File: src/soc_pkg.sv
`default_nettype none

package soc_pkg;

	// Bus widths
	localparam int ADDR_WIDTH = 32;
	localparam int DATA_WIDTH = 32;
	localparam int STRB_WIDTH = 4;

	// Bootloader memory window
	localparam logic [ADDR_WIDTH-1:0] BOOT_BASE = 32'h0201_0000;
	localparam int BOOT_ADDR_BITS = 16;
	localparam int BOOT_DEPTH = 256; // Words

	// Graphics register window
	localparam logic [ADDR_WIDTH-1:0] GFX_BASE = 32'h0200_0000;
	localparam int GFX_ADDR_BITS = 8;
	localparam logic [DATA_WIDTH-1:0] GFX_ID = 32'h4758_0001;

	// Word index carried to the slaves, wide enough for the bootloader
	localparam int INDEX_WIDTH = $clog2(BOOT_DEPTH);

	// Master indices
	localparam logic M_CPU = 1'b0;
	localparam logic M_GFX = 1'b1;

	// Slave select codes
	localparam logic [1:0] S_NONE = 2'd0;
	localparam logic [1:0] S_BOOT = 2'd1;
	localparam logic [1:0] S_GFX = 2'd2;

endpackage

`default_nettype wire

File: src/gfx_regs.sv
`default_nettype none

module gfx_regs import soc_pkg::*; (
	input  logic                   hdmi_pixClk,
	input  logic                   rst_n,
	input  logic                   sel,
	input  logic                   write,
	input  logic [INDEX_WIDTH-1:0] index,
	input  logic [DATA_WIDTH-1:0]  wdata,
	input  logic [STRB_WIDTH-1:0]  wstrb,
	output logic [DATA_WIDTH-1:0]  rdata,
	output logic                   gfx_enable,
	output logic [DATA_WIDTH-1:0]  fb_base,
	output logic [15:0]            fb_stride
);

	logic [DATA_WIDTH-1:0] ctrl;
	logic hit;
	logic [DATA_WIDTH-1:0] rd_word;
	logic [DATA_WIDTH-1:0] stride_word;

	// Byte merge of a write into an old register value
	function automatic logic [DATA_WIDTH-1:0] merge(
		input logic [DATA_WIDTH-1:0] old,
		input logic [DATA_WIDTH-1:0] din,
		input logic [STRB_WIDTH-1:0] strb
	);
		logic [DATA_WIDTH-1:0] res;
		res = old;
		for (int lane = 0; lane < STRB_WIDTH; lane++) begin
			if (strb[lane])
				res[lane*8 +: 8] = din[lane*8 +: 8];
		end
		return res;
	endfunction

	// Only words 0 to 3 exist
	assign hit = (index[INDEX_WIDTH-1:2] == '0);

	assign stride_word = merge({16'h0000, fb_stride}, wdata, wstrb);

	always_comb begin
		case (index[1:0])
			2'd0: rd_word = GFX_ID;
			2'd1: rd_word = ctrl;
			2'd2: rd_word = fb_base;
			default: rd_word = {16'h0000, fb_stride};
		endcase
	end

	always_ff @(posedge hdmi_pixClk) begin
		if (!rst_n) begin
			ctrl <= '0;
			fb_base <= '0;
			fb_stride <= '0;
		end else if (sel && write && hit) begin
			case (index[1:0])
				2'd1: ctrl <= merge(ctrl, wdata, wstrb);
				2'd2: fb_base <= merge(fb_base, wdata, wstrb);
				2'd3: fb_stride <= stride_word[15:0];
				default: ; // ID is read only
			endcase
		end
	end

	always_ff @(posedge hdmi_pixClk) begin
		if (sel)
			rdata <= (write || !hit) ? '0 : rd_word;
	end

	assign gfx_enable = ctrl[0];

endmodule

`default_nettype wire

File: config.mk
export PLATFORM = sky130hd
export DESIGN_NAME = gfx_regs
export DESIGN_NICKNAME = d
export VERILOG_FILES = /design/src/soc_pkg.sv /design/src/gfx_regs.sv
export SDC_FILE = /design/constraint.sdc
export NUM_CORES = 1
export LEC_CHECK = 0
export ABC_AREA = 0
export BUFFER_PORTS_ARGS = -buffer_cell sky130_fd_sc_hd__clkbuf_2
export CORE_ASPECT_RATIO = 0.6
export CORE_UTILIZATION = 57
export CTS_BUF_LIST = sky130_fd_sc_hd__clkbuf_16
export CTS_CLUSTER_SIZE = 25
export DETAILED_ROUTE_END_ITERATION = 7
export PLACE_DENSITY = 0.83
export SLEW_MARGIN = 20
export SYNTH_ARGS = -nofsm -noshare
export SYNTH_HDL_FRONTEND = slang
export SYNTH_SLANG_ARGS = --single-unit
File: constraint.sdc
create_clock -name hdmi_pixClk -period 3.2 [get_ports hdmi_pixClk]
set_input_delay 0.32 -clock hdmi_pixClk [delete_from_list [all_inputs] [get_ports hdmi_pixClk]]
set_output_delay 0.32 -clock hdmi_pixClk [all_outputs]
set_load 0.02 [all_outputs]
==> results.toml <==
[clock_network]
cts_sinks = 112
cts_root_buf = "clkbuf_16"
cts_max_path_buffers = 2
holdBufCountCts = 0
cts_setup_buffers = 0
cts_resized = 0
cts_inserted_buffers = 9
clk_pin_slew_ps = 70
clock_latency_ps = 350
htree_levels = 3
cts_tree = "yes"

[global_routing]
antenna_found_initial = 0
grt_pass1_vias = 3799
grt_overflow = 0
grt_usage = 0.288
grt_max_degree = 41
grt_pass1_wl_microns = 19100

[power]
p_int_uw = 2120
p_leak_uw = 0.00264
p_clk_frac = 0.395
powerDensity_nw_per_um2 = 468
power_frac_seq = 0.539
swShare = 0.225
switchingPower_uw = 615
ir_drop_mv = 0.289
combinationalPowerShare = 0.066

[run]
maxCapViolCount = 0

[finish]
final_layout_size_suffix_gt1_frac = 0.292
areaGrowthSynthToFinish_pct = 20.6
antenna_cells = 0
fin_area_sq_um = 5840
finalNonFillerCells = 700
final_nets = 635
final_core_util = 0.726

[synth]
yosysSeqAreaShare = 0.529
ys_ff_latch = 112
synth_top_area_share = 0.331
yosysWarnings = 0
synth_area_sq_um = 4840
avgSynthCellArea_sq_um = 10.2
syn_nets = 522
syn_inst = 474
synth_area_leaders = "dfxtp_1, edfxtp_1, mux2i_1"
yosys.area.top_type = "dfxtp_1"
ys_types = 29

[floorplanning]
fp.dieH_microns = 73.4
io_pins = 129
core_area_sq_um = 8040
rows = 25
die_w_microns = 121
initial_core_util = 0.602
die-area_sq_um = 8880

[place]
place_congestion = 0.837
pre_cts_slack_ps = 927
place_inst = 684
dp_hpwl_microns = 8640
placed_area_sq_um = 5560
io_buffers = 128

[timing]
tns_ps = 0
clock_skew_ps = 3.21
drv_slew = 0
fmax_ghz = 0.520
setup_ws_ps = 1280
slew_headroom = 0.513
worst_pin_slew_ps = 730
grt_setup_unrepaired = "false"
period_share = 0.601
hold_viol_final = 0
setup_viol = 0
min_period_ps = 1920

[critical_path]
crit_type = "primary input to flip-flop"
cp-end-kind = "flip-flop"
crit_fanout = 18
worstPathArrival_ps = 2200
cp.required_ps = 3480
start_kind = "primary input"

[routing]
routed_wl_microns = 12500
post-route-drc-count = 0
drt-vias-per-instance = 5.80
num_vias = 4062
final_antenna_net_count = 0
drtIter0Drc = 307
wire_per_inst_microns = 17.8
firstDrtPassIters = 5

[outcome]
outcome = "finished clean"

[worst_hold_path]
min_path_type = "primary input to flip-flop"
==> worst max-delay path, cell delays in order <==
cell and delay (ps):
clkbuf_2 100, or4_1 880, nor3_4 620, mux2i_1 270
==> through the flow <==
stage          hold slack [ps]  power (uW)
2_1_floorplan              432        1600
3_3_place_gp               444        1680
3_5_place_dp               452        1680
4_1_cts                    208        2740
5_1_grt                    222        2800
6_report                   206        2730
==> power by group through the flow <==
stage / clock [uW] / combinational (uW) / sequential [uW]
3_5_place_dp: 0 / 178 / 1500
4_1_cts: 1090 / 179 / 1470
2_1_floorplan: 0 / 76.5 / 1520
6_report: 1080 / 181 / 1470
3_3_place_gp: 0 / 173 / 1500
5_1_grt: 1140 / 194 / 1470
==> routing by layer <==
layer  track usage  vias up  wire length [microns]
met5             0        -                      0
met4        0.0864        0                    168
met3        0.0761       15                    982
met2         0.462      207                   5730
met1         0.385     1927                   5570
li1              -     1913                      -
==> registers in the layout, indices dropped and copies added, names as in the netlist <==
register	flops
fb_base	32
fb_stride	16
ctrl	32
rdata	32
==> layout make-up <==
cell class	instances	area, sq um
flip-flops and latches	112	2560
fillers	590	2200
multi-input cells	317	2110
repair buffers	138	716
clock buffers	9	225
well taps	108	135
clock inverters	7	55.1
inverters	9	33.8
==> cell families (layout without fill, tap and decap cells) <==
kind of cell    after synthesis  count (layout)  share of synthesized area
simple gates                166             166                      0.166
mux                          80              80                      0.169
buf+inv                      45             163                     0.0367
compound gates               71              71                     0.0985
flops                       112             112                      0.529
==> placed cells by master (no fill, tap or decap), types with 2 or more instances in the layout <==
master / n
nand3b_1: 3
nand3_1: 2
mux2i_1: 65
clkinv_2: 2
nand2b_1: 7
nor2_1: 25
nand4_2: 3
mux2_2: 15
inv_1: 11
a21oi_1: 23
nor3_4: 2
edfxtp_1: 32
o31ai_1: 16
clkinv_1: 2
a22oi_1: 24
clkbuf_2: 127
a21o_1: 7
and3b_1: 2
buf_4: 10
nand4_1: 19
dfxtp_1: 80
nand2_1: 96
clkbuf_16: 9
==> cell usage after synthesis <==
master     n
a21o_1     7
a21oi_1   23
a221oi_1   1
a22oi_1   24
and3b_1    2
and4b_1    1
and4bb_2   1
buf_1      5
buf_2      4
buf_4      1
clkbuf_1  26
dfxtp_1   80
edfxtp_1  32
inv_1      9
mux2_2    15
mux2i_1   65
nand2_1   96
nand2b_1   7
nand3_1    2
nand3b_1   3
nand4_1   19
nand4_2    3
nor2_1    25
nor2b_1    2
nor3_4     2
nor4_2     1
o31ai_1   16
or4_1      1
or4bb_1    1
==> worst paths after layout <==
kind                                           startpoint                    endpoint  slack (ps)  depth (start not counted)
worst max-delay path                             index[3]  fb_stride[11]$_SDFFE_PN0P_        1280                          4
worst min-delay path                            wdata[29]    fb_base[29]$_SDFFE_PN0P_         210                          3
worst max register to register  fb_stride[9]$_SDFFE_PN0P_      rdata[9]$_SDFFCE_PP0P_        2070                          3
worst min register to register       ctrl[9]$_SDFFE_PN0P_        ctrl[9]$_SDFFE_PN0P_         460                          2
(Power assumes the default switching activity.)
