[src/soc_pkg.sv]
`default_nettype none

package soc_pkg;

	// Bus widths
	localparam int ADDR_WIDTH = 32;
	localparam int DATA_WIDTH = 32;
	localparam int STRB_WIDTH = 4;

	// Bootloader memory window
	localparam logic [ADDR_WIDTH-1:0] BOOT_BASE = 32'h0201_0000;
	localparam int BOOT_ADDR_BITS = 16;
	localparam int BOOT_DEPTH = 256; // Words

	// Graphics register window
	localparam logic [ADDR_WIDTH-1:0] GFX_BASE = 32'h0200_0000;
	localparam int GFX_ADDR_BITS = 8;
	localparam logic [DATA_WIDTH-1:0] GFX_ID = 32'h4758_0001;

	// Word index carried to the slaves, wide enough for the bootloader
	localparam int INDEX_WIDTH = $clog2(BOOT_DEPTH);

	// Master indices
	localparam logic M_CPU = 1'b0;
	localparam logic M_GFX = 1'b1;

	// Slave select codes
	localparam logic [1:0] S_NONE = 2'd0;
	localparam logic [1:0] S_BOOT = 2'd1;
	localparam logic [1:0] S_GFX = 2'd2;

endpackage

`default_nettype wire

[src/addr_decoder.sv]
`default_nettype none

module addr_decoder import soc_pkg::*; (
	input  logic                   hdmi_pixClk,
	input  logic                   rst_n,

	input  logic                   bus_valid,
	input  logic [ADDR_WIDTH-1:0]  bus_addr,
	input  logic                   bus_write,
	input  logic [DATA_WIDTH-1:0]  bus_wdata,
	input  logic [STRB_WIDTH-1:0]  bus_wstrb,
	output logic                   bus_rsp_valid,
	output logic [DATA_WIDTH-1:0]  bus_rdata,
	output logic                   bus_err,

	output logic                   boot_sel,
	output logic                   gfx_sel,
	output logic                   slv_write,
	output logic [INDEX_WIDTH-1:0] slv_index,
	output logic [DATA_WIDTH-1:0]  slv_wdata,
	output logic [STRB_WIDTH-1:0]  slv_wstrb,
	input  logic [DATA_WIDTH-1:0]  boot_rdata,
	input  logic [DATA_WIDTH-1:0]  gfx_rdata
);

	logic [1:0] code;
	logic [1:0] pend_code; // Slave being accessed
	logic [1:0] data_code; // Slave whose rdata is now valid
	logic pend_valid;
	logic data_valid;

	always_comb begin
		if (bus_addr[ADDR_WIDTH-1:BOOT_ADDR_BITS] == BOOT_BASE[ADDR_WIDTH-1:BOOT_ADDR_BITS])
			code = S_BOOT;
		else if (bus_addr[ADDR_WIDTH-1:GFX_ADDR_BITS] == GFX_BASE[ADDR_WIDTH-1:GFX_ADDR_BITS])
			code = S_GFX;
		else
			code = S_NONE;
	end

	always_ff @(posedge hdmi_pixClk) begin
		if (!rst_n) begin
			boot_sel <= 1'b0;
			gfx_sel <= 1'b0;
			pend_valid <= 1'b0;
			data_valid <= 1'b0;
			bus_rsp_valid <= 1'b0;
		end else begin
			boot_sel <= bus_valid && (code == S_BOOT);
			gfx_sel <= bus_valid && (code == S_GFX); // Unmapped writes touch nothing
			pend_valid <= bus_valid;
			data_valid <= pend_valid;
			bus_rsp_valid <= data_valid;
		end
	end

	always_ff @(posedge hdmi_pixClk) begin
		if (bus_valid) begin
			pend_code <= code;
			slv_write <= bus_write;
			slv_index <= bus_addr[INDEX_WIDTH+1:2]; // Word address
			slv_wdata <= bus_wdata;
			slv_wstrb <= bus_wstrb;
		end
		data_code <= pend_code;
		if (data_valid) begin
			case (data_code)
				S_BOOT: begin
					bus_rdata <= boot_rdata;
					bus_err <= 1'b0;
				end
				S_GFX: begin
					bus_rdata <= gfx_rdata;
					bus_err <= 1'b0;
				end
				default: begin
					bus_rdata <= '0;
					bus_err <= 1'b1;
				end
			endcase
		end
	end

endmodule

`default_nettype wire

[config.mk]
export PLATFORM = sky130hd
export DESIGN_NAME = addr_decoder
export DESIGN_NICKNAME = d
export VERILOG_FILES = /design/src/soc_pkg.sv /design/src/addr_decoder.sv
export SDC_FILE = /design/constraint.sdc
export NUM_CORES = 1
export LEC_CHECK = 0
export BUFFER_PORTS_ARGS = -buffer_cell sky130_fd_sc_hd__buf_2
export CELL_PAD_IN_SITES_DETAIL_PLACEMENT = 1
export CELL_PAD_IN_SITES_GLOBAL_PLACEMENT = 1
export CORE_MARGIN = 2
export CORE_UTILIZATION = 33
export DETAILED_ROUTE_END_ITERATION = 16
export PLACE_DENSITY = 0.89
export SLEW_MARGIN = 10
export SYNTH_ARGS = -nofsm -noshare
export SYNTH_HDL_FRONTEND = slang
export SYNTH_SLANG_ARGS = --single-unit
[constraint.sdc]
create_clock -name hdmi_pixClk -period 2.6 [get_ports hdmi_pixClk]
set_input_delay 0.13 -clock hdmi_pixClk [delete_from_list [all_inputs] [get_ports hdmi_pixClk]]
set_output_delay 0.13 -clock hdmi_pixClk [all_outputs]
set_load 0.1 [all_outputs]
==> impl_metrics.env, run 1 <==
export IMPL_ios=217
export IMPL_cts_resized=0
export IMPL_antenna_found_initial=0
export IMPL_final_max_slew_viol_count=0
export IMPL_yosysUniqueCellTypes=16
export IMPL_power_density_nw_per_um2=732
export IMPL_required_ns=2.80
export IMPL_worstSkewPairLatency_ns=0.35
export IMPL_path_cells="inv_1 -> ha_1 -> a22oi_1 -> nor2_1"
export IMPL_path_clk_slew_ns=0.10
export IMPL_slew_headroom_pct=20.1
export IMPL_nFillCells=993
export IMPL_holdBufCountCts=45
export IMPL_start_util_pct=33.8
export IMPL_core_area_um2=9150
export IMPL_dieArea_um2=10200
export IMPL_hold_start="rst_n"
export IMPL_timing_critical_path_from_type="flip-flop"
export IMPL_syn_area_per_cell_um2=16.9
export IMPL_critical_path_top_delay_family="adder cells"
export IMPL_vias=2576
export IMPL_rows=35
export IMPL_wl_per_cell_um=17.9
export IMPL_slowest_stage="ha_1"
export IMPL_globalplace_congestion=0.767
export IMPL_whs_path_depth=2
export IMPL_syn_nets=321
export IMPL_grt_max_degree=48
export IMPL_antenna_left=0
export IMPL_fmax_ghz=0.528
export IMPL_finalCritPeriodShare_pct=72.8
export IMPL_period_minus_slack_ns=1.89
export IMPL_criticalPathCategory="flip-flop to flip-flop"
export IMPL_drive_above_1_share_pct=52.7
export IMPL_cts_buffers=9
export IMPL_met1_usage_pct=19.9
export IMPL_n_antenna_cell=0
export IMPL_rsz0062_at_grt="no"
export IMPL_drt_pass1_iter_count=4
export IMPL_holdCritPathClass="input port to flip-flop"
export IMPL_clock_path_buffers=2
export IMPL_dp_hpwl_mm=6.69
export IMPL_grt_use_met3_pct=3.12
export IMPL_r2r_start="data_code[0]$_DFF_P_"
export IMPL_cp_max_fo=32
export IMPL_port_buffers=214
export IMPL_drt_iter0_drc=90
export IMPL_cts_tree="yes"
export IMPL_drt_total_wl_mm=10.0
export IMPL_hold_viol_final=0
export IMPL_ir_drop_v=0.000352
export IMPL_yosysWarnings=0
export IMPL_holdPathEnd="bus_rsp_valid$_SDFF_PN0_"
export IMPL_rr_worst_depth=4
export IMPL_top_usage_layer="met2"
export IMPL_die_y_um=101
export IMPL_root_buffer="clkbuf_8"
export IMPL_syn_inst=183
export IMPL_outcome="complete, no violations"
export IMPL_setup_viol=0
export IMPL_ys_ff_latch=87
export IMPL_htree_num_levels=3
export IMPL_gr_usage_all_layers_pct=19.5
export IMPL_setup_tns_ns=0
export IMPL_yosysSeqAreaShare_pct=82.2
export IMPL_drc_errors=0
export IMPL_viasPerCell=4.59
export IMPL_grt_pass1_vias=2821
export IMPL_chipWidth_um=101
export IMPL_syn_area_um2=3090
export IMPL_cp_end_kind="flip-flop"
export IMPL_totalPowerFinal_w=0.00363
export IMPL_cp_data_arrival_time_ns=2.09
export IMPL_worstMarginPinSlew_ns=1.20
export IMPL_slowest_delay_ns=0.94
export IMPL_r2r_end="bus_rdata[1]$_DFFE_PP_"
export IMPL_grt_overflow_total=0
export IMPL_finalClockSkew_ns=0.0150
export IMPL_area_delta_synth_final_pct=60.2
export IMPL_met2_usage_pct=38.5
export IMPL_cts_sinks=87
export IMPL_fin_nets=584
export IMPL_cts_setup_buffers=0
export IMPL_drv_cap=0
export IMPL_critPathBufInv=1
export IMPL_grt_first_pass_wirelength_mm=14.7
export IMPL_reg2reg_slack_ns=0.71
export IMPL_leakage_nw=2.07
## logic make-up after synthesis
family,Yosys count,share of synthesized area (%)
and+or+nand+nor,50,7.77
AOI/OAI and AO/OA,32,7.77
DFF,87,82.2
buffers and inverters,12,1.46
adders and majority gates,2,0.809
## cell usage in the layout (no fill, tap or decap)
cell type	synthesis	routed
buf_2	0	214
nor4b_1	2	2
nor2_1	33	33
edfxtp_1	80	80
inv_8	0	1
nor3_1	2	2
inv_6	0	1
dfxtp_1	7	6
or3_1	1	1
nor4_2	1	1
buf_4	0	2
bufinv_16	0	2
clkbuf_8	0	9
nand2_1	3	3
nor4_1	4	4
dfxtp_2	0	1
and2_2	2	2
and2_4	1	1
ha_2	0	1
or4b_1	1	1
ha_1	2	1
dlygate4sd3_1	0	45
clkinvlp_4	0	1
clkinv_2	0	1
a22oi_1	32	32
inv_1	3	3
## sequential cells by signal (all words and copies together), names as in the netlist, 2 cells and up
signal,count
slv_index,8
bus_rdata,32
pend_code,2
data_code,2
slv_wstrb,4
slv_wdata,32
## Yosys cell counts, drive strengths merged
master  instances  area [um2]
edfxtp         80        2400
nor2           33         124
a22oi          32         240
clkbuf          9        33.8
dfxtp           7         140
nor4            5        37.5
and2            3        23.8
inv             3        11.3
nand2           3        11.3
ha              2        25.0
nor3            2        10.0
nor4b           2        17.5
or3             1        6.26
or4b            1        10.0
## how the worst max path moves through the flow
stage,from,to,slack (ns),cells past startpoint
2_1_floorplan,data_valid$_SDFF_PN0_,bus_err$_DFFE_PP_,1.21,0
3_3_place_gp,data_code[0]$_DFF_P_,bus_rdata[27]$_DFFE_PP_,0.76,4
3_5_place_dp,data_code[0]$_DFF_P_,bus_rdata[1]$_DFFE_PP_,0.66,4
4_1_cts,data_code[0]$_DFF_P_,bus_rdata[1]$_DFFE_PP_,0.68,4
5_1_grt,data_code[0]$_DFF_P_,bus_rdata[24]$_DFFE_PP_,0.48,4
6_report,data_code[0]$_DFF_P_,bus_rdata[1]$_DFFE_PP_,0.71,4
## layout make-up
class,instances,area [um2],share of cell area [%]
clock inverters,6,92.6,1.87
multi-input cells,84,508,10.3
repair buffers,261,1540,31.0
flip-flops and latches,87,2540,51.3
well taps,111,139,2.80
clock buffers,9,124,2.50
inverters,3,11.3,0.227
## power by group
part	internal, W	switching, W	total, W
sequential	0.00162	0.0000313	0.00165
clock	0.000545	0.000496	0.00104
combinational	0.000197	0.000734	0.000931
total	0.00236	0.00126	0.00363
## layer usage
layer | vias up | part of all wire (%)
met5 | - | 0
met4 | 0 | 2.5
met3 | 20 | 4.7
met2 | 105 | 58
met1 | 1219 | 35
li1 | 1232 | -
## through the flow
step                cell area (um2)  std cells  util [%]  hold WS (ns)  setup slack, ns
floorplan                      3090        183         -         0.229             1.21
global placement               4290        501      46.8         0.307            0.764
finish                         4950        561      54.1        0.0448            0.708
detailed placement             4290        501      46.8         0.308            0.664
CTS                            4950        561      54.1        0.0304            0.676
global route                   4950        561      54.1        0.0377            0.480
## worst register-to-register path, delay by kind of cell (launching register included)
family / cells / cell delay [ns]
adders and majority gates: 1 / 0.94
DFF: 1 / 0.32
AOI/OAI and AO/OA: 1 / 0.27
and+or+nand+nor: 1 / 0.17
buffers and inverters: 1 / 0.05
Power figures use the tool's default switching activity.
==> run 2, diff against run 1 <==
--- a/config.mk
+++ b/config.mk
@@ -5,13 +5,14 @@
 export SDC_FILE = /design/constraint.sdc
 export NUM_CORES = 1
 export LEC_CHECK = 0
+export ABC_AREA = 1
 export BUFFER_PORTS_ARGS = -buffer_cell sky130_fd_sc_hd__buf_2
 export CELL_PAD_IN_SITES_DETAIL_PLACEMENT = 1
 export CELL_PAD_IN_SITES_GLOBAL_PLACEMENT = 1
 export CORE_MARGIN = 2
-export CORE_UTILIZATION = 33
+export CORE_UTILIZATION = 31
 export DETAILED_ROUTE_END_ITERATION = 16
-export PLACE_DENSITY = 0.89
+export PLACE_DENSITY = 0.84
 export SLEW_MARGIN = 10
 export SYNTH_ARGS = -nofsm -noshare
 export SYNTH_HDL_FRONTEND = slang
==> constraint.sdc (replaced) <==
create_clock -name hdmi_pixClk -period 1.9 [get_ports hdmi_pixClk]
set_input_delay 0.095 -clock hdmi_pixClk [delete_from_list [all_inputs] [get_ports hdmi_pixClk]]
set_output_delay 0.095 -clock hdmi_pixClk [all_outputs]
set_load 0.1 [all_outputs]
==> run 2 against run 1 <==
Routed wire length is 3.5% higher; clock power is 9.6% higher; worst setup slack worse by 0.23 ns; fmax is 33% higher; cell count is 14% higher; die area is 13% higher; critical path depth is 1 higher.
==> impl_metrics.env, run 2 <==
export IMPL_outcome="complete, no violations"
export IMPL_post_route_util_pct=49.9
export IMPL_finalCritPeriodShare_pct=74.9
export IMPL_chipWidth_um=107
export IMPL_grt_pass1_vias=3072
export IMPL_r2r_start="data_code[0]$_DFF_P_"
export IMPL_period_minus_slack_ns=1.42
export IMPL_largestRegisters="bus_rdata x32, slv_wdata x32, slv_index x8"
export IMPL_dp_hpwl_mm=7.15
export IMPL_cp_end_kind="flip-flop"
export IMPL_antenna_found_initial=2
export IMPL_critPathBufInv=2
export IMPL_gr_usage_all_layers_pct=18.5
export IMPL_path_depth=5
export IMPL_yosysWarnings=0
export IMPL_yosysUniqueCellTypes=13
export IMPL_worstSkewPairLatency_ns=0.34
export IMPL_whs_ns=0.0833
export IMPL_criticalPathCategory="flip-flop to flip-flop"
export IMPL_drt_pass1_iter_count=4
export IMPL_r2r_end="bus_rdata[26]$_DFFE_PP_"
export IMPL_rows=37
export IMPL_setup_tns_ns=0
export IMPL_antenna_left=0
export IMPL_netlist_top_cell_by_area="edfxtp_1"
export IMPL_dp_cells=578
export IMPL_async_flop_share_pct=0
export IMPL_core_area_um2=10300
export IMPL_yosysSeqAreaShare_pct=77.3
export IMPL_drive_above_1_share_pct=51.8
export IMPL_setup_viol=0
export IMPL_cts_tree="yes"
export IMPL_fin_nets=637
export IMPL_die_y_um=107
export IMPL_start_util_pct=31.9
export IMPL_path_cells="inv_1 -> ha_2 -> buf_4 -> nand2_1 -> a21oi_2"
export IMPL_fmax_ghz=0.702
export IMPL_critical_path_top_delay_family="buffers and inverters"
export IMPL_synthFlopType="edfxtp_1"
export IMPL_grt_max_degree=49
export IMPL_grt_first_pass_wirelength_mm=15.9
export IMPL_cp_max_fo=20
export IMPL_syn_area_um2=3290
export IMPL_root_buffer="clkbuf_8"
export IMPL_totalPowerFinal_w=0.00471
export IMPL_ir_drop_v=0.000374
export IMPL_final_max_slew_viol_count=0
export IMPL_critical_path_endpoint="bus_rdata[26]$_DFFE_PP_"
export IMPL_finalClockSkew_ns=0.00604
export IMPL_syn_nets=370
export IMPL_syn_inst=232
export IMPL_leakage_nw=2.14
export IMPL_cts_sinks=87
export IMPL_wl_per_cell_um=16.2
export IMPL_cts_buffers=9
export IMPL_power_density_nw_per_um2=914
export IMPL_timing_critical_path_from_type="flip-flop"
export IMPL_area_delta_synth_final_pct=56.5
export IMPL_drv_cap=0
export IMPL_cts_resized=0
export IMPL_cts_setup_buffers=0
export IMPL_drt_iter0_drc=103
export IMPL_viasPerCell=4.38
export IMPL_rsz0062_at_grt="no"
export IMPL_slowest_stage="ha_2"
export IMPL_holdCritPathClass="input port to flip-flop"
export IMPL_ys_top_cells_by_area="edfxtp_1 73%, nand2_1 8.4%, a21oi_2 7.7%, dfxtp_1 4.3%, nor2_1 2.1%"
export IMPL_htree_num_levels=3
export IMPL_ios=217
export IMPL_required_ns=2.10
export IMPL_cp_data_arrival_time_ns=1.62
export IMPL_drc_errors=0
export IMPL_hold_viol_final=0
export IMPL_ys_ff_latch=87
export IMPL_clock_path_buffers=2
export IMPL_syn_area_per_cell_um2=14.2
export IMPL_synth_edf_count=80
export IMPL_path_clk_slew_ns=0.08
export IMPL_stdcell_count=642
export IMPL_synthTopCellsByCount="80 x edfxtp_1, 74 x nand2_1, 29 x a21oi_2, 18 x nor2_1, 8 x inv_1"
export IMPL_slowest_delay_ns=0.36
export IMPL_drt_total_wl_mm=10.4
export IMPL_mostFrequentLayoutCell="buf_2"
export IMPL_worstMarginPinSlew_ns=0.606
export IMPL_globalplace_congestion=0.727
export IMPL_port_buffers=214
export IMPL_grt_overflow_total=0
export IMPL_yosysMostFrequentCell="edfxtp_1"
export IMPL_rr_worst_depth=5
export IMPL_yosys_area_top_type_share_pct=73.0
export IMPL_cp_startpoint="data_code[0]$_DFF_P_"
export IMPL_final_cell_mix="214 x buf_2, 80 x edfxtp_1, 74 x nand2_1"
export IMPL_dieArea_um2=11500
export IMPL_reg2reg_slack_ns=0.48
export IMPL_vias=2812
export IMPL_slew_headroom_pct=59.6
## run 2: cells by family after synthesis
group,count (synthesis),synth area share (%)
AOI/OAI and AO/OA,32,8.17
adders and majority gates,2,0.760
buffers and inverters,17,2.93
DFF,87,77.3
and+or+nand+nor,94,10.9
## run 2: final cells by class
class,count,area [um2]
Tap cell,136,170
Antenna cell,2,5.00
Inverter,8,30.0
Sequential cell,87,2540
Clock buffer,12,135
Clock inverter,4,30.0
Multi-Input combinational cell,128,654
Fill cell,1163,5170
Timing Repair Buffer,265,1580
## run 2: per-stage QoR
stage,worst slack [ns],instance area [um2]
after CTS,0.422,5140
after global routing,0.341,5150
final,0.476,5150
after detailed placement,0.447,4520
after floorplan,0.503,3290
after global placement,0.535,4520
## run 2: metal layers
metal  GRT usage [%]  wire length [um]  up-vias
li1                -                 -     1337
met1            18.5              3500     1331
met2            35.3              6010      120
met3            3.65               528       24
met4            10.1               354        0
met5               0                 0        -
## run 2: power by group
part           total [W]  switching, W  internal, W
logic            0.00132       0.00104     0.000279
registers        0.00225     0.0000317      0.00222
clock network    0.00114      0.000653     0.000483
## run 2: how the worst min path moves through the flow
stage                             start  slack, ns  depth (start not counted)                      end
after floorplan                   rst_n       0.19                          2    data_valid$_SDFF_PN0_
after global placement     bus_wdata[5]       0.27                          1   slv_wdata[5]$_DFFE_PP_
after detailed placement  bus_wdata[15]       0.27                          1  slv_wdata[15]$_DFFE_PP_
after CTS                  gfx_rdata[3]       0.06                          3   bus_rdata[3]$_DFFE_PP_
after global routing      gfx_rdata[29]       0.09                          3  bus_rdata[29]$_DFFE_PP_
final                      gfx_rdata[3]       0.08                          3   bus_rdata[3]$_DFFE_PP_
## run 2: what timing repair did
action / 4_1_cts / 5_1_grt
hold endpoints to repair: 48 / 0
hold buffers: 46 / 0
setup endpoints to repair: 0 / 0
## run 2: worst reg2reg max path, stage by stage, from the launching register on
cell and delay (ns):
dfxtp_1 0.32, inv_1 0.06, ha_2 0.36, buf_4 0.31, nand2_1 0.10, a21oi_2 0.13
