File: src/soc_pkg.sv
`default_nettype none

package soc_pkg;

	// Bus widths
	localparam int ADDR_WIDTH = 32;
	localparam int DATA_WIDTH = 32;
	localparam int STRB_WIDTH = 4;

	// Bootloader memory window
	localparam logic [ADDR_WIDTH-1:0] BOOT_BASE = 32'h0201_0000;
	localparam int BOOT_ADDR_BITS = 16;
	localparam int BOOT_DEPTH = 256; // Words

	// Graphics register window
	localparam logic [ADDR_WIDTH-1:0] GFX_BASE = 32'h0200_0000;
	localparam int GFX_ADDR_BITS = 8;
	localparam logic [DATA_WIDTH-1:0] GFX_ID = 32'h4758_0001;

	// Word index carried to the slaves, wide enough for the bootloader
	localparam int INDEX_WIDTH = $clog2(BOOT_DEPTH);

	// Master indices
	localparam logic M_CPU = 1'b0;
	localparam logic M_GFX = 1'b1;

	// Slave select codes
	localparam logic [1:0] S_NONE = 2'd0;
	localparam logic [1:0] S_BOOT = 2'd1;
	localparam logic [1:0] S_GFX = 2'd2;

endpackage

`default_nettype wire

File: src/bus_arbiter.sv
`default_nettype none

module bus_arbiter import soc_pkg::*; (
	input  logic                  hdmi_pixClk,
	input  logic                  rst_n,

	input  logic                  cpu_req_valid,
	output logic                  cpu_req_ready,
	input  logic [ADDR_WIDTH-1:0] cpu_addr,
	input  logic                  cpu_write,
	input  logic [DATA_WIDTH-1:0] cpu_wdata,
	input  logic [STRB_WIDTH-1:0] cpu_wstrb,
	output logic                  cpu_rsp_valid,
	output logic [DATA_WIDTH-1:0] cpu_rdata,
	output logic                  cpu_rsp_err,

	input  logic                  gfx_req_valid,
	output logic                  gfx_req_ready,
	input  logic [ADDR_WIDTH-1:0] gfx_addr,
	input  logic                  gfx_write,
	input  logic [DATA_WIDTH-1:0] gfx_wdata,
	input  logic [STRB_WIDTH-1:0] gfx_wstrb,
	output logic                  gfx_rsp_valid,
	output logic [DATA_WIDTH-1:0] gfx_rdata,
	output logic                  gfx_rsp_err,

	output logic                  bus_valid,
	output logic [ADDR_WIDTH-1:0] bus_addr,
	output logic                  bus_write,
	output logic [DATA_WIDTH-1:0] bus_wdata,
	output logic [STRB_WIDTH-1:0] bus_wstrb,
	input  logic                  bus_rsp_valid,
	input  logic [DATA_WIDTH-1:0] bus_rdata,
	input  logic                  bus_err
);

	logic busy;
	logic owner; // Master of the outstanding or last transaction
	logic idle;
	logic pick;

	// Free again in the response cycle
	assign idle = !busy || bus_rsp_valid;

	// Round robin on a tie
	always_comb begin
		if (cpu_req_valid && gfx_req_valid)
			pick = (owner == M_CPU) ? M_GFX : M_CPU;
		else if (cpu_req_valid)
			pick = M_CPU;
		else
			pick = M_GFX;
	end

	assign bus_valid = idle && (cpu_req_valid || gfx_req_valid);
	assign cpu_req_ready = bus_valid && (pick == M_CPU);
	assign gfx_req_ready = bus_valid && (pick == M_GFX);

	assign bus_addr  = (pick == M_CPU) ? cpu_addr  : gfx_addr;
	assign bus_write = (pick == M_CPU) ? cpu_write : gfx_write;
	assign bus_wdata = (pick == M_CPU) ? cpu_wdata : gfx_wdata;
	assign bus_wstrb = (pick == M_CPU) ? cpu_wstrb : gfx_wstrb;

	always_ff @(posedge hdmi_pixClk) begin
		if (!rst_n) begin
			busy <= 1'b0;
			owner <= M_GFX; // CPU wins the first tie
		end else if (bus_valid) begin
			busy <= 1'b1;
			owner <= pick;
		end else if (bus_rsp_valid) begin
			busy <= 1'b0;
		end
	end

	// Response goes back to its owner only
	assign cpu_rsp_valid = bus_rsp_valid && (owner == M_CPU);
	assign gfx_rsp_valid = bus_rsp_valid && (owner == M_GFX);
	assign cpu_rdata = cpu_rsp_valid ? bus_rdata : '0;
	assign gfx_rdata = gfx_rsp_valid ? bus_rdata : '0;
	assign cpu_rsp_err = cpu_rsp_valid && bus_err;
	assign gfx_rsp_err = gfx_rsp_valid && bus_err;

endmodule

`default_nettype wire

File: config.mk
export PLATFORM = sky130hd
export DESIGN_NAME = bus_arbiter
export DESIGN_NICKNAME = d
export VERILOG_FILES = /design/src/soc_pkg.sv /design/src/bus_arbiter.sv
export SDC_FILE = /design/constraint.sdc
export NUM_CORES = 1
export LEC_CHECK = 0
export ABC_AREA = 1
export BUFFER_PORTS_ARGS = -buffer_cell sky130_fd_sc_hd__buf_2
export CORE_AREA = 3 3 122 124
export CTS_BUF_LIST = sky130_fd_sc_hd__clkbuf_4 sky130_fd_sc_hd__clkbuf_8
export DETAILED_ROUTE_END_ITERATION = 10
export DIE_AREA = 0 0 125 127
export PLACE_DENSITY_LB_ADDON = 0.08
export SLEW_MARGIN = 10
export SYNTH_ARGS = -nofsm -noshare
export SYNTH_HDL_FRONTEND = slang
export SYNTH_SLANG_ARGS = --single-unit
File: constraint.sdc
create_clock -name hdmi_pixClk -period 1.3 [get_ports hdmi_pixClk]
set_input_delay 0.13 -clock hdmi_pixClk [delete_from_list [all_inputs] [get_ports hdmi_pixClk]]
set_output_delay 0.13 -clock hdmi_pixClk [all_outputs]
set_load 0.02 [all_outputs]
==> reports/metrics.yaml, run 1 <==
die_h_um: 127
yosys-top-cells-count: "213 x nand2_1, 71 x nor2_1, 40 x inv_1, 15 x clkbuf_1, 3 x buf_1"
vdd_ir_drop_max_mv: 0.182
rsz0062_at_grt: "true"
nNetsFinal: 858
synth_seq_cells: 2
synth_warnings: 0
cts_buffers: 3
pin_count: 316
maxSlewHeadroom_pct: 83.8
crit_required_ns: 1.17
drt_iter0_drc: 71
place_inst: 835
drive_above_1_share_pct: 64.7
internal_power_mw: 1.32
worst_pin_slew_ns: 0.242
clk_pin_slew_ns: 0.03
drt-total-wl_um: 12700
synth_top_area_cell: "nand2_1"
grt_start_max_net_pins: 35
clkLatencyLatePin_ns: 0.21
first_pass_iters: 4
post-route-drc-count: 0
status: "finished, violations left"
cts_root_buffer: "clkbuf_8"
synth.most_common_cell: "nand2_1"
avgViaCountPerCell: 3.87
clockBufferDepth: 2
violations: "setup timing"
start_util_pct: 9.86
synth_nets: 526
arrival_ns: 1.41
synth_top_cell_area_share_pct: 58.4
endpoint_kind: "output port"
power_switching_mw: 1.22
holdPathStages: 2
p_comb_share_pct: 87.7
critPathLaunchType: "register"
p_leak_nw: 2.87
antenna_cells: 0
grt_pass1_vias: 3398
h-tree-depth: 1
dieArea_um2: 15900
vias: 3326
async_reset_ff_share_pct: 0
io_buffer_count: 315
path_class: "register to output port"
r2r_setup_slack_ns: 0.38
whs_ns: 0.130
r2r-end: "owner"
total_power_mw: 2.55
synth_area_per_cell_um2: 3.91
grt_usage_pct: 14.1
fmax_mhz: 650
routedWlPerCell_um: 14.8
post-route-util_pct: 34.4
syn_inst: 350
slew_viol_final: 0
synth_area_leaders: "nand2_1 58%, nor2_1 19%, inv_1 11%"
fillerInstances: 1505
hold_end: "owner"
ys_types: 12
cts.sinks: 2
min_period_over_period_pct: 118
finalHoldViolCount: 0
hold_buffers: 0
clockPowerShare_pct: 9.5
crit_fanout: 8
dp_hpwl_um: 8740
grt_remaining_overflow: 0
min_from: "rst_n"
rows: 43
coreArea_um2: 13900
power_density_nw_per_um2: 533
tritoncts: "built"
synth_edf_count: 0
cap_violations: 0
seq_area_frac_synth_pct: 2.93
finalCriticalPeriod_ns: 1.54
min_path_type: "primary input to register"
p_sw_share_pct: 48.0
power_frac_seq_pct: 2.8
rr_worst_depth: 5
synth_ff_type: "dfxtp_1"
area_delta_synth_final_pct: 249
antenna_found_initial: 0
fin_cells: 860
synth_area_um2: 1370
skew_ns: 0.00117
place_ws_ns: -0.0286
die_x_um: 125
grt_pass1_wl_um: 18100
gp_congestion: 0.837
final_antenna_net_count: 0
setup_viol: 134
r2r-start: "owner"
setup_slack_ns: -0.238
## power by group through the flow
stage                     combinational [mW]  clock, mW  sequential, mW
after CTS                               2.04      0.250          0.0714
after global placement                  1.52          0          0.0712
after global routing                    2.40      0.262          0.0717
after floorplan                        0.809          0          0.0725
final                                   2.23      0.242          0.0714
after detailed placement                1.51          0          0.0715
## routing by layer
layer | part of all wire (%) | vias up | track usage [%]
met5 | 0 | - | 0
met1 | 32 | 1453 | 14.3
met3 | 9.4 | 12 | 3.47
met2 | 57 | 201 | 29.0
met4 | 1.3 | 0 | 2.87
li1 | - | 1660 | -
## worst max-delay path by stage
stage / start / endpoint / slack (ns) / cells past startpoint
2_1_floorplan: owner / cpu_rdata[10] / -0.07 / 4
3_5_place_dp: owner / bus_wstrb[2] / -0.03 / 5
5_1_grt: owner / bus_addr[17] / -0.31 / 7
4_1_cts: owner / bus_wstrb[2] / -0.24 / 7
6_report: owner / cpu_rdata[4] / -0.24 / 7
3_3_place_gp: owner / bus_addr[22] / -0.004 / 6
## stage by stage
stage	TNS, ns	area [µm²]
finish	-19.44	4780
global route	-28.93	4780
CTS	-18.25	4410
detailed placement	-0.244	3230
global placement	-0.00388	3230
floorplan	-2.19	1370
## kinds of logic (layout without fill, tap and decap cells)
kind of cell           after synthesis  after routing  synth area share (%)
buffers and inverters               61            391                  17.1
AO/OA/AOI/OAI                        2              2                  1.74
AND/OR/NAND/NOR                    285            285                  78.2
flip-flops                           2              2                  2.93
## repair_timing
| action | in CTS | in global routing |
|---|---|---|
| buffers inserted | 8 | 1 |
| pin swaps | 8 | 10 |
| gates cloned | 9 | 5 |
| gates resized for setup | 269 | 81 |
| setup endpoints to repair | 137 | 139 |
## worst max-delay path, stage by stage, from the launching register on
cell     delay [ns]
dfxtp_2        0.32
buf_4          0.15
nor2_4         0.13
inv_6          0.09
buf_12         0.14
buf_16         0.15
nor2_4         0.09
buf_6          0.12
## layout make-up
cell class,count,area [µm²],area share [%]
clock buffer,3,41.3,0.864
tap,180,225,4.71
timing repair buffer,347,2800,58.5
multi-input combinational,287,1500,31.4
sequential,2,41.3,0.864
inverter,41,175,3.67
## cell usage in the layout (no fill, tap or decap), types with 4 or more instances in the layout
cell type  instances
clkbuf_16          4
nor2_2             9
nand2_4            8
buf_2            196
nand2_2           38
buf_16             9
nor2_1            32
buf_4             47
buf_6             79
nand2_1          167
nor2_4            30
buf_12             9
inv_1             38
## sequential cells by signal (all words and copies together), names as in the netlist
| name | count |
|---|---|
| busy | 1 |
| owner | 1 |
No activity file was read; power rests on OpenSTA's default activity.
==> inputs of run 2 (changes only) <==
--- a/config.mk
+++ b/config.mk
@@ -7,10 +7,10 @@
 export LEC_CHECK = 0
 export ABC_AREA = 1
 export BUFFER_PORTS_ARGS = -buffer_cell sky130_fd_sc_hd__buf_2
-export CORE_AREA = 3 3 122 124
+export CORE_AREA = 2 2 121 123
 export CTS_BUF_LIST = sky130_fd_sc_hd__clkbuf_4 sky130_fd_sc_hd__clkbuf_8
 export DETAILED_ROUTE_END_ITERATION = 10
-export DIE_AREA = 0 0 125 127
+export DIE_AREA = 0 0 123 125
 export PLACE_DENSITY_LB_ADDON = 0.08
 export SLEW_MARGIN = 10
 export SYNTH_ARGS = -nofsm -noshare
==> constraint.sdc (replaced) <==
create_clock -name hdmi_pixClk -period 1.3 [get_ports hdmi_pixClk]
set_input_delay 0.13 -clock hdmi_pixClk [delete_from_list [all_inputs] [get_ports hdmi_pixClk]]
set_output_delay 0.13 -clock hdmi_pixClk [all_outputs]
set_load 0.01 [all_outputs]
==> reports/metrics.yaml, run 2 (synthesis gave the netlist of run 1 again) <==
status: "finished, violations left"
violations: "setup timing"
worst_pin_slew_ns: 0.262  # +0.0205 ns
antenna_cells: 0  # unchanged
start_util_pct: 9.64  # -0.22 points
skew_ns: 0.00149  # +0.000318 ns
cts_root_buffer: "clkbuf_8"
path_class: "register to output port"
min_period_over_period_pct: 114  # -4.1 points
path_buf_inv: 4  # -1
cts_buffers: 3  # unchanged
endpoint_kind: "output port"
finalHoldViolCount: 0  # unchanged
tritoncts: "built"
slew_viol_final: 0  # unchanged
setup_tns_ns: -12.38  # +7.06 ns
rsz0062_at_grt: "true"
finalCriticalPeriod_ns: 1.49  # -0.0527 ns
die_h_um: 125  # -1.6%
vdd_ir_drop_max_mv: 0.195  # +7.1%
clkLatencyLatePin_ns: 0.21  # about the same
final_antenna_net_count: 0  # unchanged
maxSlewHeadroom_pct: 82.5  # -1.4 points
cap_violations: 0  # unchanged
drt_iter0_drc: 41  # -42%
area_delta_synth_final_pct: 194
arrival_ns: 1.36  # -0.05 ns
crit_required_ns: 1.17  # about the same
post-route-util_pct: 28.3  # -6.1 points
dp_hpwl_um: 8370  # -4.2%
design_area_um2: 4020  # -16%
grt_usage_pct: 12.0  # -2.1 points
gp_congestion: 0.740  # -12%
layout_common_cells: "298 x buf_2, 184 x nand2_1, 58 x nor2_1"
post-route-drc-count: 0  # unchanged
pin_count: 316  # unchanged
cts.sinks: 2  # unchanged
setup_slack_ns: -0.185  # +0.0527 ns
critPathLaunchType: "register"
crit_fanout: 14  # +6
grt_remaining_overflow: 0  # unchanged
clockBufferDepth: 2  # unchanged
antenna_found_initial: 1  # +1
die_x_um: 123  # -1.6%
drt-total-wl_um: 11000  # -13%
fillerInstances: 1641  # +9.0%
total_power_mw: 1.96  # -23%
clk_pin_slew_ns: 0.03  # about the same
postPlaceCellArea_um2: 3310  # +2.4%
rows: 44  # +2.3%
power_density_nw_per_um2: 487  # -8.7%
critPathMaxStageDelay_ns: 0.32  # about the same
grt_pass1_wl_um: 14500  # -20%
setup_viol: 112  # -16%
dieArea_um2: 15400  # -3.1%
fmax_mhz: 673  # +3.5%
place_ws_ns: 0.00813  # +0.0368 ns
nNetsFinal: 859  # +0.12%
grt_start_max_net_pins: 28  # -20%
io_buffer_count: 315  # unchanged
drive_above_1_share_pct: 58.4  # -6.3 points
cp_common_cell: "buf_12"
grt_pass1_vias: 2954  # -13%
coreArea_um2: 14200  # +2.3%
routedWlPerCell_um: 12.7  # -14%
final_common_cell: "buf_2"
vias: 3177  # -4.5%
largestRegisters: "busy: 1 flops, owner: 1 flops"
worstPathCellList: "o21ai_4 > buf_12 > inv_8 > buf_12 > nand2_1 > nand2_2 > buf_2"
cp_slowest_cell: "dfxtp_2"
min_path_type: "primary input to register"
h-tree-depth: 1  # unchanged
worst_path_dominant_cell_family: "buffers and inverters"
p_leak_nw: 2.75  # -4.1%
avgViaCountPerCell: 3.67  # -5.0%
first_pass_iters: 3  # -1
run 2: changes by cell type in the layout (fill, tap and decap cells not counted), sizes merged:
cell | before | now
buf | 343 | 341
clkbuf | 7 | 10
run 2: timing repair:
item,in CTS,in global routing
setup buffers,3,1
pin swaps,5,4
gates cloned,5,9
hold buffers,0,0
endpoints found under the hold margin,0,0
gates resized for setup,44,42
setup endpoints to repair,132,139
run 2: where the power goes:
part,internal [mW],switching (mW)
Combinational,0.842,0.802
Clock,0.196,0.0484
Sequential,0.0676,0.00365
Total,1.11,0.854
run 2: worst paths after layout:
kind / startpoint / endpoint / slack [ns] / cells past startpoint
min reg2reg: busy / busy / 0.50 / 2
min: rst_n / owner / 0.13 / 2
max reg2reg: owner / owner / 0.23 / 5
max: owner / bus_addr[14] / -0.19 / 7
run 2: layer usage:
layer  wire length (µm)  GRT usage, %  up-vias
met5                 13             0        -
met4                 28          1.20        2
met3               1160          3.10        4
met2               6210          25.7      182
met1               3600          11.1     1329
li1                   -             -     1660
run 2: through the flow:
step,hold WS (ns),instances
CTS,0.128,855
global route,0.150,865
global placement,0.358,844
floorplan,0.214,350
finish,0.126,865
detailed placement,0.341,844
run 2: layout make-up:
type | count | area [µm²] | share of cell area [%]
well taps | 184 | 230 | 5.72
multi-input cells | 287 | 1240 | 30.8
repair buffers | 348 | 2310 | 57.3
flip-flops and latches | 2 | 41.3 | 1.03
inverters | 41 | 164 | 4.07
clock buffers | 3 | 41.3 | 1.03
==> inputs of run 3 (changes only) <==
--- a/config.mk
+++ b/config.mk
@@ -5,12 +5,11 @@
 export SDC_FILE = /design/constraint.sdc
 export NUM_CORES = 1
 export LEC_CHECK = 0
-export ABC_AREA = 1
 export BUFFER_PORTS_ARGS = -buffer_cell sky130_fd_sc_hd__buf_2
-export CORE_AREA = 2 2 121 123
+export CORE_AREA = 2 2 124 126
 export CTS_BUF_LIST = sky130_fd_sc_hd__clkbuf_4 sky130_fd_sc_hd__clkbuf_8
 export DETAILED_ROUTE_END_ITERATION = 10
-export DIE_AREA = 0 0 123 125
+export DIE_AREA = 0 0 126 128
 export PLACE_DENSITY_LB_ADDON = 0.08
 export SLEW_MARGIN = 10
 export SYNTH_ARGS = -nofsm -noshare
==> reports/metrics.yaml, run 3 <==
status: "finished, violations left"
violations: "setup timing"
arrival_ns: 1.56  # +0.20 ns
setup_viol: 127  # +13%
gp_congestion: 0.685  # -7.4%
pin_count: 316  # unchanged
cts_buffers: 3  # unchanged
cp_slowest_cell: "mux2_2"
drt-total-wl_um: 12000  # +9.1%
synth_area_um2: 1430  # +4.4%
synth_area_leaders: "mux2_2 50%, and2_1 15%, and3_1 15%"
cap_violations: 0  # unchanged
dieArea_um2: 16100  # +4.9%
path_class: "register to output port"
clockBufferDepth: 2  # unchanged
io_buffer_count: 315  # unchanged
busiest_layer: "met2"
min_path_type: "primary input to register"
grt_start_max_net_pins: 38  # +36%
power_density_nw_per_um2: 478  # -1.8%
tritoncts: "built"
min_period_over_period_pct: 130  # +15 points
die_x_um: 126  # +2.4%
vias: 2683  # -16%
worst_pin_slew_ns: 0.302  # +0.0402 ns
p_leak_nw: 2.63  # -4.3%
post-route-util_pct: 30.0  # +1.7 points
avgViaCountPerCell: 3.91  # +6.3%
synth.most_common_cell: "mux2_2"
drive_above_1_share_pct: 87.2  # +29 points
worstPathCellList: "o21ai_4 > buf_12 > buf_8 > clkbuf_16 > mux2_2 > buf_6"
clkLatencyLatePin_ns: 0.21  # about the same
seq_area_frac_synth_pct: 2.80  # -0.12 points
grt_pass1_wl_um: 14700  # +1.1%
setup_tns_ns: -32.19  # -19.81 ns
final_antenna_net_count: 0  # unchanged
grt_pass1_vias: 2562  # -13%
rows: 45  # +2.3%
finalHoldViolCount: 0  # unchanged
synth_warnings: 0  # unchanged
coreArea_um2: 14900  # +4.7%
crit_required_ns: 1.17  # about the same
skew_ns: 0.00247  # +0.000984 ns
finalCriticalPeriod_ns: 1.69  # +0.200 ns
yosys-top-cells-count: "63 x mux2_2, 34 x and2_1, 34 x and3_1, 9 x clkbuf_1, 6 x mux2_1"
largestRegisters: "busy: 1 flops, owner: 1 flops"
h-tree-depth: 1  # unchanged
clk_pin_slew_ns: 0.03  # about the same
synth_seq_cells: 2  # unchanged
grt_use_met2_pct: 24.9  # -0.82 points
crit_fanout: 5  # -9
synth_top_cell_area_share_pct: 49.6  # -8.8 points
drt_iter0_drc: 72  # +76%
antenna_cells: 0  # unchanged
setup_slack_ns: -0.386  # -0.200 ns
synth_top_area_cell: "mux2_2"
fmax_mhz: 593  # -12%
nNetsFinal: 677  # -21%
endpoint_kind: "output port"
rsz0062_at_grt: "true"
layout_common_cells: "242 x buf_2, 77 x buf_6, 56 x mux2_4"
vdd_ir_drop_max_mv: 0.218  # +12%
syn_inst: 168  # -52%
synth_nets: 344  # -35%
place_inst: 662  # -22%
post-route-drc-count: 0  # unchanged
synth_edf_count: 0  # unchanged
cts_root_buffer: "clkbuf_8"
maxSlewHeadroom_pct: 79.8  # -2.6 points
synth_ff_type: "dfxtp_1"
use_met3_pct: 2.42  # -0.68 points
critPathLaunchType: "register"
final_common_cell: "buf_2"
fin_cells: 687  # -21%
globalRouteMet1Util_pct: 12.0  # +0.90 points
routedWlPerCell_um: 17.5  # +37%
die_h_um: 128  # +2.4%
grt_remaining_overflow: 0  # unchanged
first_pass_iters: 4  # +1
critPathMaxStageDelay_ns: 0.34  # +0.02 ns
antenna_found_initial: 1  # unchanged
async_reset_ff_share_pct: 0  # unchanged
total_power_mw: 2.13  # +9.0%
synth_area_per_cell_um2: 8.51  # +120%
cts.sinks: 2  # unchanged
area_delta_synth_final_pct: 212
start_util_pct: 9.61  # -0.024 points
grt_usage_pct: 11.7  # -0.28 points
ys_types: 19  # +7
slew_viol_final: 0  # unchanged
dp_hpwl_um: 7930  # -5.3%
run 3: cell count changes after synthesis, moves of 6 or more:
cell      delta
clkbuf_1     -6
nor2_1      -68
inv_1       -39
mux2_2      +63
mux2_1       +6
and2_1      +34
and3_1      +34
nand2_1    -213
run 3: per-layer routing:
layer  up-vias  share of wire (%)
li1       1268                  -
met1      1249                 34
met4         0                1.0
met2       156                 58
met5         -                  0
met3        10                7.1
run 3: metrics by stage:
step,hold WS (ns),instance area (µm²),setup slack (ns)
finish,0.144,4460,-0.386
global route,0.164,4460,-0.437
CTS,0.145,4000,-0.375
detailed placement,0.358,3230,-0.218
global placement,0.348,3230,-0.206
floorplan,0.206,1430,0.0126
run 3: logic make-up (layout without fill, tap and decap cells):
kind of cell | Yosys count | after routing | synth area share [%]
mux | 69 | 69 | 54.4
flops | 2 | 2 | 2.80
buf+inv | 18 | 349 | 7.97
simple gates | 74 | 74 | 32.0
compound gates | 5 | 5 | 2.89
run 3: power by group:
part	internal (mW)	switching (mW)
Sequential	0.0674	0.00335
Combinational	1.12	0.705
Clock	0.195	0.0425
Total	1.38	0.751
run 3: path summary, 6_finish.rpt:
check | startpoint | to | slack [ns] | depth (start not counted)
hold reg to reg | busy | busy | 0.55 | 2
setup / recovery | owner | bus_addr[14] | -0.39 | 6
setup reg to reg | owner | owner | 0.20 | 4
hold / removal | rst_n | owner | 0.14 | 2
run 3: what timing repair did:
action | 4_1_cts | 5_1_grt
resized for setup | 93 | 80
pin swaps | 10 | 9
cloned | 8 | 6
hold buffers | 0 | 0
buffers inserted | 10 | 1
endpoints found under the setup margin | 139 | 139
run 3: layout make-up:
cell class / count / area [µm²]
Inverter: 1 / 3.75
Multi-Input combinational cell: 148 / 1530
Timing Repair Buffer: 345 / 2610
Sequential cell: 2 / 41.3
Fill cell: 1566 / 10400
Tap cell: 188 / 235
Clock buffer: 3 / 41.3
run 3: critical path, delay by kind of cell (launching register included):
| family | cells | cell delay, ns |
|---|---|---|
| flip-flops | 1 | 0.32 |
| buffers and inverters | 4 | 0.50 |
| AO/OA/AOI/OAI | 1 | 0.19 |
| multiplexers | 1 | 0.34 |
